## src/source/pid_defines.svh

```systemverilog
`ifndef PID_DEFINES_SVH
`define PID_DEFINES_SVH

// Channel count and channel index width
`define PID_N_CHAN      8
`define PID_W_CHAN      3

// Datapath widths
`define PID_W_DATA_IN   16
`define PID_W_COEF      16
`define PID_W_K         18
`define PID_W_DATA_OUT  32

// Register write port
`define PID_W_WR_ADDR   4
`define PID_W_WR_DATA   32

// Cycles from dv_in to dv_out
`define PID_LATENCY     6

`endif

```

## src/source/pid_pkg.sv

```systemverilog
`include "pid_defines.svh"
`default_nettype none

package pid_pkg;

    // Register map of the write port
    typedef enum logic [`PID_W_WR_ADDR-1:0] {
        REG_CLEAR    = 4'd0,
        REG_SETPOINT = 4'd1,
        REG_P_COEF   = 4'd2,
        REG_I_COEF   = 4'd3,
        REG_D_COEF   = 4'd4
    } pid_reg_e;

    // Input sample and setpoint
    typedef logic signed [`PID_W_DATA_IN-1:0] sample_t;

    // Raw P, I and D gains
    typedef logic signed [`PID_W_COEF-1:0] coef_t;

    // Folded z-domain gains k1..k3, two bits of headroom
    typedef logic signed [`PID_W_K-1:0] kcoef_t;

    // Saturated controller output
    typedef logic signed [`PID_W_DATA_OUT-1:0] out_t;

endpackage

`default_nettype wire

```

## src/source/pid_cfg_if.sv

```systemverilog
`include "pid_defines.svh"
`default_nettype none

interface pid_cfg_if;

    // Channel of the sample entering the pipeline
    logic [`PID_W_CHAN-1:0] rd_chan;

    // Config of rd_chan, combinational lookup
    pid_pkg::sample_t setpoint;
    pid_pkg::kcoef_t  k1;
    pid_pkg::kcoef_t  k2;
    pid_pkg::kcoef_t  k3;

    // Clear bits of all channels at once
    logic [`PID_N_CHAN-1:0] clr_mask;

    // Register bank side
    modport regs (
        input  rd_chan,
        output setpoint, k1, k2, k3, clr_mask
    );

    // Pipeline side
    modport pipe (
        output rd_chan,
        input  setpoint, k1, k2, k3, clr_mask
    );

endinterface

`default_nettype wire

```

## src/source/pid_cfg_regs.sv

```systemverilog
`include "pid_defines.svh"
`default_nettype none

module pid_cfg_regs (
    input  logic                       sys_clk_in,
    input  logic                       arst_n,
    input  logic                       wr_en,
    input  logic [`PID_W_WR_ADDR-1:0]  wr_addr,
    input  logic [`PID_W_CHAN-1:0]     wr_chan,
    input  logic [`PID_W_WR_DATA-1:0]  wr_data,
    pid_cfg_if.regs                    cfg
);

    // Per-channel config
    logic [`PID_N_CHAN-1:0] clr_q;
    pid_pkg::sample_t setpoint_mem [`PID_N_CHAN];
    pid_pkg::coef_t   p_mem        [`PID_N_CHAN];
    pid_pkg::coef_t   i_mem        [`PID_N_CHAN];
    pid_pkg::coef_t   d_mem        [`PID_N_CHAN];
    pid_pkg::kcoef_t  k1_mem       [`PID_N_CHAN];
    pid_pkg::kcoef_t  k2_mem       [`PID_N_CHAN];
    pid_pkg::kcoef_t  k3_mem       [`PID_N_CHAN];

    pid_pkg::pid_reg_e wr_reg;
    pid_pkg::coef_t    wr_coef;
    pid_pkg::coef_t    p_nxt;
    pid_pkg::coef_t    i_nxt;
    pid_pkg::coef_t    d_nxt;
    pid_pkg::kcoef_t   k1_nxt;
    pid_pkg::kcoef_t   k2_nxt;
    pid_pkg::kcoef_t   k3_nxt;
    logic              coef_wr;

    assign wr_reg  = pid_pkg::pid_reg_e'(wr_addr);
    assign wr_coef = pid_pkg::coef_t'(wr_data[`PID_W_COEF-1:0]);

    //----------------------------------------------------------------------
    // Coefficient folding
    //----------------------------------------------------------------------
    // Gains of wr_chan as they stand after this write
    always_comb begin
        p_nxt   = p_mem[wr_chan];
        i_nxt   = i_mem[wr_chan];
        d_nxt   = d_mem[wr_chan];
        coef_wr = 1'b0;
        case (wr_reg)
            pid_pkg::REG_P_COEF: begin
                p_nxt   = wr_coef;
                coef_wr = 1'b1;
            end
            pid_pkg::REG_I_COEF: begin
                i_nxt   = wr_coef;
                coef_wr = 1'b1;
            end
            pid_pkg::REG_D_COEF: begin
                d_nxt   = wr_coef;
                coef_wr = 1'b1;
            end
            default: ;
        endcase
    end

    // k1 = p+i+d, k2 = -p-2d, k3 = d
    assign k1_nxt = pid_pkg::kcoef_t'(p_nxt) + pid_pkg::kcoef_t'(i_nxt)
                  + pid_pkg::kcoef_t'(d_nxt);
    assign k2_nxt = -pid_pkg::kcoef_t'(p_nxt) - (pid_pkg::kcoef_t'(d_nxt) <<< 1);
    assign k3_nxt = pid_pkg::kcoef_t'(d_nxt);

    //----------------------------------------------------------------------
    // Write decode
    //----------------------------------------------------------------------
    always_ff @(posedge sys_clk_in or negedge arst_n) begin
        if (!arst_n) begin
            clr_q <= '0;
            for (int c = 0; c < `PID_N_CHAN; c++) begin
                setpoint_mem[c] <= '0;
                p_mem[c]        <= '0;
                i_mem[c]        <= '0;
                d_mem[c]        <= '0;
                k1_mem[c]       <= '0;
                k2_mem[c]       <= '0;
                k3_mem[c]       <= '0;
            end
        end else if (wr_en) begin
            case (wr_reg)
                pid_pkg::REG_CLEAR:    clr_q[wr_chan] <= wr_data[0];
                pid_pkg::REG_SETPOINT: setpoint_mem[wr_chan] <= wr_data[`PID_W_DATA_IN-1:0];
                pid_pkg::REG_P_COEF:   p_mem[wr_chan] <= wr_coef;
                pid_pkg::REG_I_COEF:   i_mem[wr_chan] <= wr_coef;
                pid_pkg::REG_D_COEF:   d_mem[wr_chan] <= wr_coef;
                // Unmapped addresses fall through
                default: ;
            endcase
            // Folded gains follow on the same edge
            if (coef_wr) begin
                k1_mem[wr_chan] <= k1_nxt;
                k2_mem[wr_chan] <= k2_nxt;
                k3_mem[wr_chan] <= k3_nxt;
            end
        end
    end

    // Lookup for the sample entering stage 1
    assign cfg.setpoint = setpoint_mem[cfg.rd_chan];
    assign cfg.k1       = k1_mem[cfg.rd_chan];
    assign cfg.k2       = k2_mem[cfg.rd_chan];
    assign cfg.k3       = k3_mem[cfg.rd_chan];
    assign cfg.clr_mask = clr_q;

endmodule

`default_nettype wire

```

## src/flat_wrapper.sv

```systemverilog
// flat-port wrapper written by rule: the top's interface ports become plain ports
module pid_cfg_regs_flat 
  (sys_clk_in, arst_n, wr_en, wr_addr, wr_chan, wr_data, cfg_rd_chan, cfg_setpoint, cfg_k1, cfg_k2, cfg_k3, cfg_clr_mask);
  pid_cfg_if cfg_i ();
  input  logic sys_clk_in;
  input  logic arst_n;
  input  logic wr_en;
  input  logic [`PID_W_WR_ADDR-1:0] wr_addr;
  input  logic [`PID_W_CHAN-1:0] wr_chan;
  input  logic [`PID_W_WR_DATA-1:0] wr_data;
  input wire logic [$bits(cfg_i.rd_chan)-1:0] cfg_rd_chan;
  output wire logic [$bits(cfg_i.setpoint)-1:0] cfg_setpoint;
  output wire logic [$bits(cfg_i.k1)-1:0] cfg_k1;
  output wire logic [$bits(cfg_i.k2)-1:0] cfg_k2;
  output wire logic [$bits(cfg_i.k3)-1:0] cfg_k3;
  output wire logic [$bits(cfg_i.clr_mask)-1:0] cfg_clr_mask;
  assign cfg_i.rd_chan = cfg_rd_chan;
  assign cfg_setpoint = cfg_i.setpoint;
  assign cfg_k1 = cfg_i.k1;
  assign cfg_k2 = cfg_i.k2;
  assign cfg_k3 = cfg_i.k3;
  assign cfg_clr_mask = cfg_i.clr_mask;
  pid_cfg_regs u_core (.sys_clk_in(sys_clk_in), .arst_n(arst_n), .wr_en(wr_en), .wr_addr(wr_addr), .wr_chan(wr_chan), .wr_data(wr_data), .cfg(cfg_i));
endmodule
```

## config.mk

```make
export PLATFORM = sky130hd
export DESIGN_NAME = pid_cfg_regs_flat
export DESIGN_NICKNAME = d
export VERILOG_FILES = /design/src/source/pid_pkg.sv /design/src/source/pid_cfg_if.sv /design/src/source/pid_cfg_regs.sv /design/src/flat_wrapper.sv
export VERILOG_INCLUDE_DIRS = /design/src /design/src/source
export SDC_FILE = /design/constraint.sdc
export NUM_CORES = 2
export LEC_CHECK = 0
export ABC_AREA = 1
export BUFFER_PORTS_ARGS = -buffer_cell sky130_fd_sc_hd__buf_2
export CORE_MARGIN = 2
export CORE_UTILIZATION = 27
export DETAILED_ROUTE_END_ITERATION = 10
export PLACE_DENSITY = 0.46
export SYNTH_ARGS = -nofsm -noshare
export SYNTH_HDL_FRONTEND = slang
export SYNTH_SLANG_ARGS = --single-unit
```

## constraint.sdc

```tcl
create_clock -name sys_clk_in -period 3.6 [get_ports sys_clk_in]
set_input_delay 0.36 -clock sys_clk_in [delete_from_list [all_inputs] [get_ports sys_clk_in]]
set_output_delay 0.36 -clock sys_clk_in [all_outputs]
set_load 0.01 [all_outputs]
```

==> run metrics <==
status=complete, no violations; Avg Inst Size Synth=7.75 um2; CTS buffer count=111; CP max FO=12; area leader, netlist=dfrtp_1; initial antenna violation count=11; Clock transition at path regs=0.06 ns; largest net degree at the start of global routing=120; Starting Density=0.271; PortBufs=roughly 110; Mapped Cells=5828; crit path cell chain=dlygate4sd3_1 > buf_2 > inv_1 > nand3_4 > buf_12 > inv_2 > buf_12 > nand2_2 > nand2_2 > fa_1 > inv_1 > ha_1 > fa_1 > nand2_1 > nand2_1 > nand3_1 > nand2_1 > xnor2_1 > buf_4 > o21ai_0; syn nets=around 5900; post-route ant nets=0; gr usage total=0.198; worst hold path type=in2reg; ys async rst share=1.00; Cell Area, Placed=50500 um2; wire per inst=20.3 um; CTS tree=yes; most common cell after layout, fill and taps aside=nand2_1; Worst Tran Pin Value=roughly 1.3 ns; gr ovfl total=0; vias in the first global route=39200; Remaining DRCs=0; die area=171000 um2; Layout Skew=0.0370 ns; crit path DAT=4.05 ns; Distinct cells, synth=39; Buf/Inv on CP=8; Hold Fails Final Rpt=0; root buffer cell=clkbuf_16; I/O pin count=123; Slew HR=0.154; critical path's largest stage delay=0.53 ns; Max Fclk=290 MHz; final slew viol count=0; Crit path required time=4.20 ns; count of warnings emitted by yosys=0; power per cell area=around 570 nW/um2; hpwl dp=108000 um; nets=6170; Pre-antenna DRT Iters=5; Clock Path Buffers=3; Top delay family on crit path=buffers and inverters; gpl congestion=roughly 0.9; clock sink count=936; DR vias=40400; Tcrit/Tclk final=0.958; core area=167000 um2; fraction of layout cells with a size suffix above 1=0.125; Synth top area share=0.518; critical path type=in2reg; Post-synth EDFFs=0; LEAKAGE=0.0269 uW; Final Cell Area=54600 um2; Die Ht=around 410 um; Crit. End Element=flop; Worst R2R Setup Slack=around 0.22 ns; Tmin final=3.45 ns; Slowest cell on crit path=fa_1; # rows=150; Worst VDD drop=0.389 mV; Layout Utilization=0.328; Max H-tree Level=3; Total Wirelength=about 170000 um; Final Setup Violations=0; Synth area leaders=dfrtp_1 52%, nand2_1 17%, o21ai_0 11%; first-pass GRT wire length=~260000 um; setup_tns=0 ns; post-synthesis sequential area ratio=0.518; Die X=413 um; Yosys reg bits=936; Avg Vias per Cell=4.83; Mapped Area=45200 um2; most frequent CP cell=nand2_1; initial DRC count=about 4000; Synth Flop Type=dfrtp_1; Synth-to-Final Area Change=20.9%; commonest non-fill, non-tap cells in the layout=2070 x nand2_1, 962 x o21ai_0, 936 x dfrtp_1, 362 x nor2_1, 346 x buf_4; worst-skew pair later-pin latency=slightly below 0.8 ns; crit path launch type=input pin; Max-cap violations=0
[cells in the mapped netlist, types with 2 or more instances]
cell / n
o21ai_1: 14
nand3_1: 293
xnor2_1: 12
inv_1: 303
o2bb2ai_1: 3
nor3_1: 21
o21ai_0: 965
a21oi_1: 122
nand3_2: 16
clkinv_1: 4
dfrtp_1: 936
nor2_2: 3
nand3b_2: 2
xor2_1: 2
nand2_2: 6
a22oi_1: 2
clkbuf_1: 271
and2_1: 3
nand4_1: 9
buf_4: 9
nand2_1: 2087
fa_1: 18
or2_2: 12
a31oi_1: 15
nor2_1: 365
inv_2: 11
nand3b_1: 9
o22ai_1: 138
buf_2: 108
nand4_2: 2
buf_1: 12
ha_1: 48
[tightest hold or removal path, stage by stage]
cell	delay, ns
buf_2	0.09
buf_4	0.13
nor3_1	0.08
a21oi_1	0.12
a31oi_1	0.05
[where the power goes]
part	switching (uW)	internal, uW	total (uW)
clock network	4840	7030	11900
logic	3830	2290	6120
registers	811	12200	13000
[flip-flops by register name (all words and copies together), names as in the netlist]
signal / flops
u_core.k2_mem: 144
u_core.p_mem: 128
u_core.d_mem: 128
u_core.setpoint_mem: 128
u_core.k3_mem: 128
u_core.cfg.clr_mask: 8
u_core.k1_mem: 144
u_core.i_mem: 128
[through the flow]
step / power (uW) / hold WS, ns / cells / setup WS (ns)
finish: 31000 / 0.0846 / 8357 / 0.152
global route: 32700 / 0.106 / 8355 / -0.00449
CTS: 31300 / 0.0225 / 8352 / 0.0199
detailed placement: 19200 / 0.385 / 8131 / -0.584
global placement: 19200 / 0.382 / 8131 / -0.600
floorplan: 16400 / 0.0644 / 5828 / 0.0625
[worst paths after layout]
path	cells past startpoint	from	end
setup reg to reg	19	u_core.p_mem[33]$_DFFE_PN0P_	u_core.k1_mem[9]$_DFFE_PN0P_
hold / removal	5	wr_addr[1]	u_core.cfg.clr_mask[0]$_DFFE_PN0P_
hold reg to reg	2	u_core.k2_mem[57]$_DFFE_PN0P_	u_core.k2_mem[57]$_DFFE_PN0P_
setup / recovery	20	wr_addr[0]	u_core.k1_mem[9]$_DFFE_PN0P_
max in group asynchronous	3	arst_n	u_core.k3_mem[106]$_DFFE_PN0P_
min in group asynchronous	2	arst_n	u_core.k2_mem[131]$_DFFE_PN0P_
[routing by layer]
layer,part of all wire,wire length [um],GRT usage
met1,0.47,79100,0.282
met2,0.45,77200,0.313
met3,0.058,9780,0.0274
met4,0.022,3700,0.0504
met5,0.000077,13,0
[logic make-up after synthesis]
kind of cell	after synthesis	share of synthesized area
AND/OR/NAND/NOR	2834	0.250
flip-flops	936	0.518
adder cells (fa/ha/maj)	66	0.0213
AO/OA/AOI/OAI	1260	0.144
buffers and inverters	718	0.0634
XOR/XNOR	14	0.00271
[area by class of cell]
| class | count | area (um2) |
|---|---|---|
| antenna | 3 | 7.51 |
| inverter | 318 | 1210 |
| tap | 2204 | 2760 |
| fill | 17900 | 112000 |
| clock inverter | 40 | 566 |
| clock buffer | 164 | 3280 |
| sequential | 936 | 23400 |
| timing repair buffer | 518 | 4350 |
| multi-input combinational | 4174 | 19000 |
[what timing repair did]
item / in CTS / in global routing
resized for setup: 0 / 27
hold endpoints to repair: 82 / 0
hold buffers: 17 / 0
buffers inserted: 0 / 1
setup endpoints to repair: 0 / 117
(Power assumes the default switching activity.)
