File: src/source/pid_defines.svh
`ifndef PID_DEFINES_SVH
`define PID_DEFINES_SVH

// Channel count and channel index width
`define PID_N_CHAN      8
`define PID_W_CHAN      3

// Datapath widths
`define PID_W_DATA_IN   16
`define PID_W_COEF      16
`define PID_W_K         18
`define PID_W_DATA_OUT  32

// Register write port
`define PID_W_WR_ADDR   4
`define PID_W_WR_DATA   32

// Cycles from dv_in to dv_out
`define PID_LATENCY     6

`endif

File: src/source/pid_pkg.sv
`include "pid_defines.svh"
`default_nettype none

package pid_pkg;

    // Register map of the write port
    typedef enum logic [`PID_W_WR_ADDR-1:0] {
        REG_CLEAR    = 4'd0,
        REG_SETPOINT = 4'd1,
        REG_P_COEF   = 4'd2,
        REG_I_COEF   = 4'd3,
        REG_D_COEF   = 4'd4
    } pid_reg_e;

    // Input sample and setpoint
    typedef logic signed [`PID_W_DATA_IN-1:0] sample_t;

    // Raw P, I and D gains
    typedef logic signed [`PID_W_COEF-1:0] coef_t;

    // Folded z-domain gains k1..k3, two bits of headroom
    typedef logic signed [`PID_W_K-1:0] kcoef_t;

    // Saturated controller output
    typedef logic signed [`PID_W_DATA_OUT-1:0] out_t;

endpackage

`default_nettype wire

File: src/source/pid_cfg_if.sv
`include "pid_defines.svh"
`default_nettype none

interface pid_cfg_if;

    // Channel of the sample entering the pipeline
    logic [`PID_W_CHAN-1:0] rd_chan;

    // Config of rd_chan, combinational lookup
    pid_pkg::sample_t setpoint;
    pid_pkg::kcoef_t  k1;
    pid_pkg::kcoef_t  k2;
    pid_pkg::kcoef_t  k3;

    // Clear bits of all channels at once
    logic [`PID_N_CHAN-1:0] clr_mask;

    // Register bank side
    modport regs (
        input  rd_chan,
        output setpoint, k1, k2, k3, clr_mask
    );

    // Pipeline side
    modport pipe (
        output rd_chan,
        input  setpoint, k1, k2, k3, clr_mask
    );

endinterface

`default_nettype wire

File: src/source/pid_pipeline.sv
`include "pid_defines.svh"
`default_nettype none

// PID_LATENCY stages: fetch, error, products, delta, add, saturate
module pid_pipeline (
    input  logic                    sys_clk_in,
    input  logic                    arst_n,
    input  logic                    dv_in,
    input  logic [`PID_W_CHAN-1:0]  chan_in,
    input  pid_pkg::sample_t        data_in,
    pid_cfg_if.pipe                 cfg,
    output logic                    dv_out,
    output logic [`PID_W_CHAN-1:0]  chan_out,
    output pid_pkg::out_t           data_out
);

    // Error keeps one extra bit so setpoint - x never wraps
    localparam int W_ERR   = `PID_W_DATA_IN + 1;
    localparam int W_PROD  = `PID_W_K + W_ERR;
    localparam int W_DELTA = W_PROD + 2;
    localparam int W_INT   = ((W_DELTA > `PID_W_DATA_OUT) ? W_DELTA : `PID_W_DATA_OUT) + 1;

    localparam pid_pkg::out_t OUT_MAX = {1'b0, {(`PID_W_DATA_OUT-1){1'b1}}};
    localparam pid_pkg::out_t OUT_MIN = {1'b1, {(`PID_W_DATA_OUT-1){1'b0}}};

    // Channel history
    logic signed [W_ERR-1:0] e1_mem [`PID_N_CHAN];
    logic signed [W_ERR-1:0] e2_mem [`PID_N_CHAN];
    pid_pkg::out_t           y_prev_mem [`PID_N_CHAN];

    // Valid and channel per stage
    logic [6:1]             dv_q;
    logic [`PID_W_CHAN-1:0] chan_q [6:1];

    // Stage payload
    pid_pkg::sample_t          din_p1;
    pid_pkg::sample_t          setpoint_p1;
    pid_pkg::kcoef_t           k1_p1;
    pid_pkg::kcoef_t           k2_p1;
    pid_pkg::kcoef_t           k3_p1;
    logic signed [W_ERR-1:0]   err_p2;
    logic signed [W_ERR-1:0]   e1_p2;
    logic signed [W_ERR-1:0]   e2_p2;
    pid_pkg::kcoef_t           k1_p2;
    pid_pkg::kcoef_t           k2_p2;
    pid_pkg::kcoef_t           k3_p2;
    logic signed [W_PROD-1:0]  prod0_p3;
    logic signed [W_PROD-1:0]  prod1_p3;
    logic signed [W_PROD-1:0]  prod2_p3;
    logic signed [W_DELTA-1:0] delta_p4;
    pid_pkg::out_t             y_prev_p4;
    logic signed [W_INT-1:0]   sum_p5;
    pid_pkg::out_t             y_p6;
    pid_pkg::out_t             y_sat;

    // Config fetch for the incoming sample
    assign cfg.rd_chan = chan_in;

    //----------------------------------------------------------------------
    // Valid and channel shift
    //----------------------------------------------------------------------
    // Every stage drops a sample whose channel is under clear
    always_ff @(posedge sys_clk_in or negedge arst_n) begin
        if (!arst_n) begin
            dv_q <= '0;
            for (int s = 1; s <= 6; s++) begin
                chan_q[s] <= '0;
            end
        end else begin
            dv_q[1]   <= dv_in & ~cfg.clr_mask[chan_in];
            chan_q[1] <= chan_in;
            for (int s = 2; s <= 6; s++) begin
                dv_q[s]   <= dv_q[s-1] & ~cfg.clr_mask[chan_q[s-1]];
                chan_q[s] <= chan_q[s-1];
            end
        end
    end

    //----------------------------------------------------------------------
    // Arithmetic stages
    //----------------------------------------------------------------------
    always_ff @(posedge sys_clk_in) begin
        // Stage 1
        din_p1      <= data_in;
        setpoint_p1 <= cfg.setpoint;
        k1_p1       <= cfg.k1;
        k2_p1       <= cfg.k2;
        k3_p1       <= cfg.k3;
        // Stage 2, error and its history
        err_p2 <= W_ERR'(setpoint_p1) - W_ERR'(din_p1);
        e1_p2  <= e1_mem[chan_q[1]];
        e2_p2  <= e2_mem[chan_q[1]];
        k1_p2  <= k1_p1;
        k2_p2  <= k2_p1;
        k3_p2  <= k3_p1;
        // Stage 3
        prod0_p3 <= k1_p2 * err_p2;
        prod1_p3 <= k2_p2 * e1_p2;
        prod2_p3 <= k3_p2 * e2_p2;
        // Stage 4, delta and previous output
        delta_p4  <= W_DELTA'(prod0_p3) + W_DELTA'(prod1_p3) + W_DELTA'(prod2_p3);
        y_prev_p4 <= y_prev_mem[chan_q[3]];
        // Stage 5
        sum_p5 <= W_INT'(y_prev_p4) + W_INT'(delta_p4);
        // Stage 6
        y_p6 <= y_sat;
    end

    // Clamp to the output range
    always_comb begin
        if (sum_p5 > W_INT'(OUT_MAX)) begin
            y_sat = OUT_MAX;
        end else if (sum_p5 < W_INT'(OUT_MIN)) begin
            y_sat = OUT_MIN;
        end else begin
            y_sat = pid_pkg::out_t'(sum_p5);
        end
    end

    //----------------------------------------------------------------------
    // History write-back
    //----------------------------------------------------------------------
    always_ff @(posedge sys_clk_in or negedge arst_n) begin
        if (!arst_n) begin
            for (int c = 0; c < `PID_N_CHAN; c++) begin
                e1_mem[c]     <= '0;
                e2_mem[c]     <= '0;
                y_prev_mem[c] <= '0;
            end
        end else begin
            // Error history at the end of stage 2
            if (dv_q[2]) begin
                e1_mem[chan_q[2]] <= err_p2;
                e2_mem[chan_q[2]] <= e1_p2;
            end
            // Output history at the end of stage 5
            if (dv_q[5]) begin
                y_prev_mem[chan_q[5]] <= y_sat;
            end
            // Cleared channels win over any write-back above
            for (int c = 0; c < `PID_N_CHAN; c++) begin
                if (cfg.clr_mask[c]) begin
                    e1_mem[c]     <= '0;
                    e2_mem[c]     <= '0;
                    y_prev_mem[c] <= '0;
                end
            end
        end
    end

    assign dv_out   = dv_q[6];
    assign chan_out = chan_q[6];
    assign data_out = y_p6;

endmodule

`default_nettype wire

File: src/flat_wrapper.sv
// flat-port wrapper written by rule: the top's interface ports become plain ports
module pid_pipeline_flat 
  (sys_clk_in, arst_n, dv_in, chan_in, data_in, dv_out, chan_out, data_out, cfg_rd_chan, cfg_setpoint, cfg_k1, cfg_k2, cfg_k3, cfg_clr_mask);
  pid_cfg_if cfg_i ();
  input  logic sys_clk_in;
  input  logic arst_n;
  input  logic dv_in;
  input  logic [`PID_W_CHAN-1:0] chan_in;
  input  pid_pkg::sample_t data_in;
  output logic dv_out;
  output logic [`PID_W_CHAN-1:0] chan_out;
  output pid_pkg::out_t data_out;
  output wire logic [$bits(cfg_i.rd_chan)-1:0] cfg_rd_chan;
  input wire logic [$bits(cfg_i.setpoint)-1:0] cfg_setpoint;
  input wire logic [$bits(cfg_i.k1)-1:0] cfg_k1;
  input wire logic [$bits(cfg_i.k2)-1:0] cfg_k2;
  input wire logic [$bits(cfg_i.k3)-1:0] cfg_k3;
  input wire logic [$bits(cfg_i.clr_mask)-1:0] cfg_clr_mask;
  assign cfg_rd_chan = cfg_i.rd_chan;
  assign cfg_i.setpoint = cfg_setpoint;
  assign cfg_i.k1 = cfg_k1;
  assign cfg_i.k2 = cfg_k2;
  assign cfg_i.k3 = cfg_k3;
  assign cfg_i.clr_mask = cfg_clr_mask;
  pid_pipeline u_core (.sys_clk_in(sys_clk_in), .arst_n(arst_n), .dv_in(dv_in), .chan_in(chan_in), .data_in(data_in), .cfg(cfg_i), .dv_out(dv_out), .chan_out(chan_out), .data_out(data_out));
endmodule
File: config.mk
export PLATFORM = sky130hd
export DESIGN_NAME = pid_pipeline_flat
export DESIGN_NICKNAME = d
export VERILOG_FILES = /design/src/source/pid_pkg.sv /design/src/source/pid_cfg_if.sv /design/src/source/pid_pipeline.sv /design/src/flat_wrapper.sv
export VERILOG_INCLUDE_DIRS = /design/src /design/src/source
export SDC_FILE = /design/constraint.sdc
export NUM_CORES = 2
export LEC_CHECK = 0
export ABC_AREA = 1
export BUFFER_PORTS_ARGS = -buffer_cell sky130_fd_sc_hd__clkbuf_2
export CAP_MARGIN = 15
export CORE_MARGIN = 2
export CORE_UTILIZATION = 61
export DETAILED_ROUTE_END_ITERATION = 8
export PLACE_DENSITY_LB_ADDON = 0.15
export SLEW_MARGIN = 40
export SYNTH_ARGS = -nofsm -noshare
export SYNTH_HDL_FRONTEND = slang
export SYNTH_SLANG_ARGS = --single-unit
File: constraint.sdc
create_clock -name sys_clk_in -period 14.09 [get_ports sys_clk_in]
set_clock_uncertainty 0.2 [all_clocks]
set_input_delay 4.227 -clock sys_clk_in [delete_from_list [all_inputs] [get_ports sys_clk_in]]
set_output_delay 4.227 -clock sys_clk_in [all_outputs]
set_load 0.01 [all_outputs]
==> impl_metrics.yaml <==
clock_network:
  clock-root-buffer: "clkbuf_16"
  maximum_level_of_the_cts_h_tree: 3
  cts_resized: 0
  tritoncts.num_buffers: 105
  cts_num_sinks: 987
  cts_hold_buf: 0
  cts_max_path_buffers: 3
  tritoncts_clock_tree: "built"
  clk_pin_slew_worst_paths_ns: 0.06
  clock_latency_ns: 0.75
  post_cts_buffers: 0
timing:
  maxSlewViolCount: 0
  timing_worst_slew_pin_value_ns: 0.914
  timing.final.setup_violations: 0
  fmax_mhz: 111
  setup-tns-final_ns: 0
  post-route-min-period_ns: 8.99
  final.setup.worst_slack_ns: 5.10
  timing.max_slew.rel_slack_pct: 39.0
  period_share_pct: 63.8
  hold_violations: 0
  rsz0062_at_grt: "false"
logic_synthesis:
  synth-seq-cells: 987
  yosys_warnings: 0
  ys_dominant_reg_cell: "dfrtp_1"
  number_of_synthesized_flops_with_an_enable_pin: 0
  synth-async-reset-ratio_pct: 55.9
  post_synth_num_cell_types: 50
  syn-instance-count: 9874
  post_synthesis_cell_area_mm2: 0.0790
  syn_avg_cell_area_um2: 8.00
  synth.net_count: 11300
  portion_of_the_post_synthesis_area_used_by_sequential_elements_pct: 28.5
layout:
  layout_commonest_cell: "nand2_1"
  final_core_util_pct: 65.6
  area_delta_synth_final_pct: 7.06
  layout-drive-gt1-share_pct: 5.87
  highest_count_cells_in_the_layout_ignoring_fill_and_taps: "nand2_1, inv_1, fa_1"
  final_nets: 11200
worst_setup_path:
  critical-path-max-stage-delay_ns: 0.18
  worst_path_max_delay_cell: "clkbuf_2"
  cpLargestDelayFamily: "buffers and inverters"
  crit_chain: "clkbuf_2 > clkbuf_2"
  critPathMaxFanout: 10
  critical_path_class: "in2out"
  timing.critical_path.to_type: "output port"
  wp_buf_inv: 2
  start_kind: "primary input"
  worst_path_most_repeated_cell: "clkbuf_2"
  critical_path_required_ns: 9.66
  critPathArrivalTime_ns: 4.57
die:
  core-area_mm2: 0.129
  start_util_pct: 61.2
  die_width_um: 364
  fp-row-count: 132
  dieHeight_um: 364
  pin_count: 139
  fp.dieArea_mm2: 0.132
drt:
  drc: 0
  dr.pass1.iters: 6
  detail_route.iter0.violations: 5901
  wl_per_cell_um: 19.0
  ant_nets: 0
  post_drt_via_cell_ratio: 5.49
  finalWirelength_um: 220000
  number_of_vias_in_the_routed_layout: 63700
global_route:
  global_route_wire_length_before_repair_um: 352000
  grt_pass1_vias: 65000
  gr-usage-all-layers_pct: 34.2
  grt_start_max_net_pins: 159
  grt_remaining_overflow: 0
  antenna_found_initial: 2
outcome:
  status: "finished clean"
place:
  io_buffer_count: 138
  dp_hpwl_um: 162000
  gp_routability_congestion: 0.980
  detailedPlace.worstSlack_ns: 5.11
min_path:
  hold_class: "reg2reg"
flow_run:
  number_of_max_cap_violations: 0
-- through the flow --
| stage | cells | hold WS [ns] | cell area (um^2) |
|---|---|---|---|
| 5_1_grt | 11600 | 0.125 | 84600 |
| 6_report | 11600 | 0.105 | 84600 |
| 4_1_cts | 11600 | 0.110 | 84500 |
| 3_5_place_dp | 11400 | 0.112 | 80900 |
| 3_3_place_gp | 11400 | 0.110 | 80700 |
| 2_1_floorplan | 9874 | 0.110 | 79000 |
-- routing by layer --
metal	share of wire [%]	GRT usage (%)	vias to the layer above	wire, um
met5	0.0059	0	-	13
met4	5.6	17.9	2	12300
li1	-	-	29400	-
met1	39	42.8	31000	85300
met3	7.4	4.95	642	16200
met2	48	57.6	2706	106000
-- worst register-to-register path, stage by stage, from the launching register on --
cell	delay [ns]
dfxtp_1	0.76
nand2_1	0.21
inv_1	0.17
fa_1	0.55
fa_1	0.90
fa_1	0.54
fa_1	0.53
fa_1	0.49
inv_1	0.05
fa_1	0.47
inv_1	0.04
ha_1	0.41
nand2_1	0.17
nor2_1	0.26
nand2_1	0.13
nor4_1	0.19
nand2_1	0.14
nand4_1	0.09
nand2_1	0.06
-- Yosys cell counts, types with 6 or more instances --
cell type | number | share of area [%]
a21o_1 | 6 | 0.057
a21oi_1 | 460 | 2.9
a21oi_4 | 30 | 0.62
a31oi_1 | 69 | 0.55
buf_1 | 47 | 0.22
buf_2 | 76 | 0.48
buf_4 | 8 | 0.076
buf_6 | 15 | 0.21
clkbuf_1 | 292 | 1.4
dfrtp_1 | 552 | 17
dfxtp_1 | 435 | 11
fa_1 | 971 | 25
ha_1 | 349 | 5.5
inv_1 | 2365 | 11
inv_2 | 20 | 0.095
nand2_1 | 2414 | 11
nand2_2 | 12 | 0.095
nand3_1 | 340 | 2.2
nand3_2 | 6 | 0.076
nand3b_1 | 7 | 0.067
nand4_1 | 48 | 0.38
nor2_1 | 354 | 1.7
nor2_2 | 16 | 0.13
nor3_1 | 35 | 0.22
nor3_2 | 6 | 0.076
o21ai_0 | 440 | 2.8
o21ai_1 | 74 | 0.47
o21ai_2 | 9 | 0.10
o21bai_1 | 24 | 0.23
o22ai_1 | 240 | 1.9
or2_2 | 18 | 0.14
xnor2_1 | 20 | 0.22
xor2_1 | 88 | 0.98
-- state kept, by name (all words and copies together) (netlist names), 17 cells and up --
| name | flops |
|---|---|
| u_core.y_prev_mem | 256 |
| u_core.e1_mem | 136 |
| u_core.e2_mem | 136 |
| u_core.sum_p5 | 38 |
| u_core.delta_p4 | 37 |
| u_core.prod0_p3 | 35 |
| u_core.prod1_p3 | 35 |
| u_core.prod2_p3 | 35 |
| u_core.data_out | 32 |
| u_core.y_prev_p4 | 32 |
| u_core.k1_p1 | 18 |
| u_core.k1_p2 | 18 |
| u_core.k2_p1 | 18 |
| u_core.k2_p2 | 18 |
| u_core.k3_p1 | 18 |
| u_core.k3_p2 | 18 |
| u_core.e1_p2 | 17 |
| u_core.e2_p2 | 17 |
| u_core.err_p2 | 17 |
-- final timing paths --
path	startpoint	to	slack, ns	depth (start not counted)
worst min-delay path	u_core.k3_p1[14]$_DFF_P_	u_core.k3_p2[14]$_DFF_P_	0.11	0
max in group asynchronous	arst_n	u_core.e1_mem[63]$_DFFE_PN0P_	8.21	5
worst min register to register	u_core.k3_p1[14]$_DFF_P_	u_core.k3_p2[14]$_DFF_P_	0.11	0
worst max register to register	u_core.k2_p2[17]$_DFF_P_	u_core.prod1_p3[29]$_DFF_P_	7.62	18
min in group asynchronous	arst_n	u_core.y_prev_mem[70]$_DFFE_PN0P_	3.17	1
worst max-delay path	chan_in[0]	cfg_rd_chan[0]	5.10	2
-- layout make-up --
cell class	count	area (um^2)
multi-input cells	6057	45800
well taps	1742	2180
diodes	1	2.50
flip-flops and latches	987	22600
clock inverters	49	510
inverters	2389	8970
clock buffers	149	3050
fillers	11000	44400
repair buffers	223	1500
-- kinds of logic after synthesis --
logic type	synth area share (%)
xor+xnor	1.20
flops	28.5
fa+ha+maj	30.1
buf+inv	13.8
compound gates	9.75
simple gates	16.6
Power is left out: the tool's default activity adds up to more than one toggle a clock period on the data nets, which glitch-free logic cannot reach.
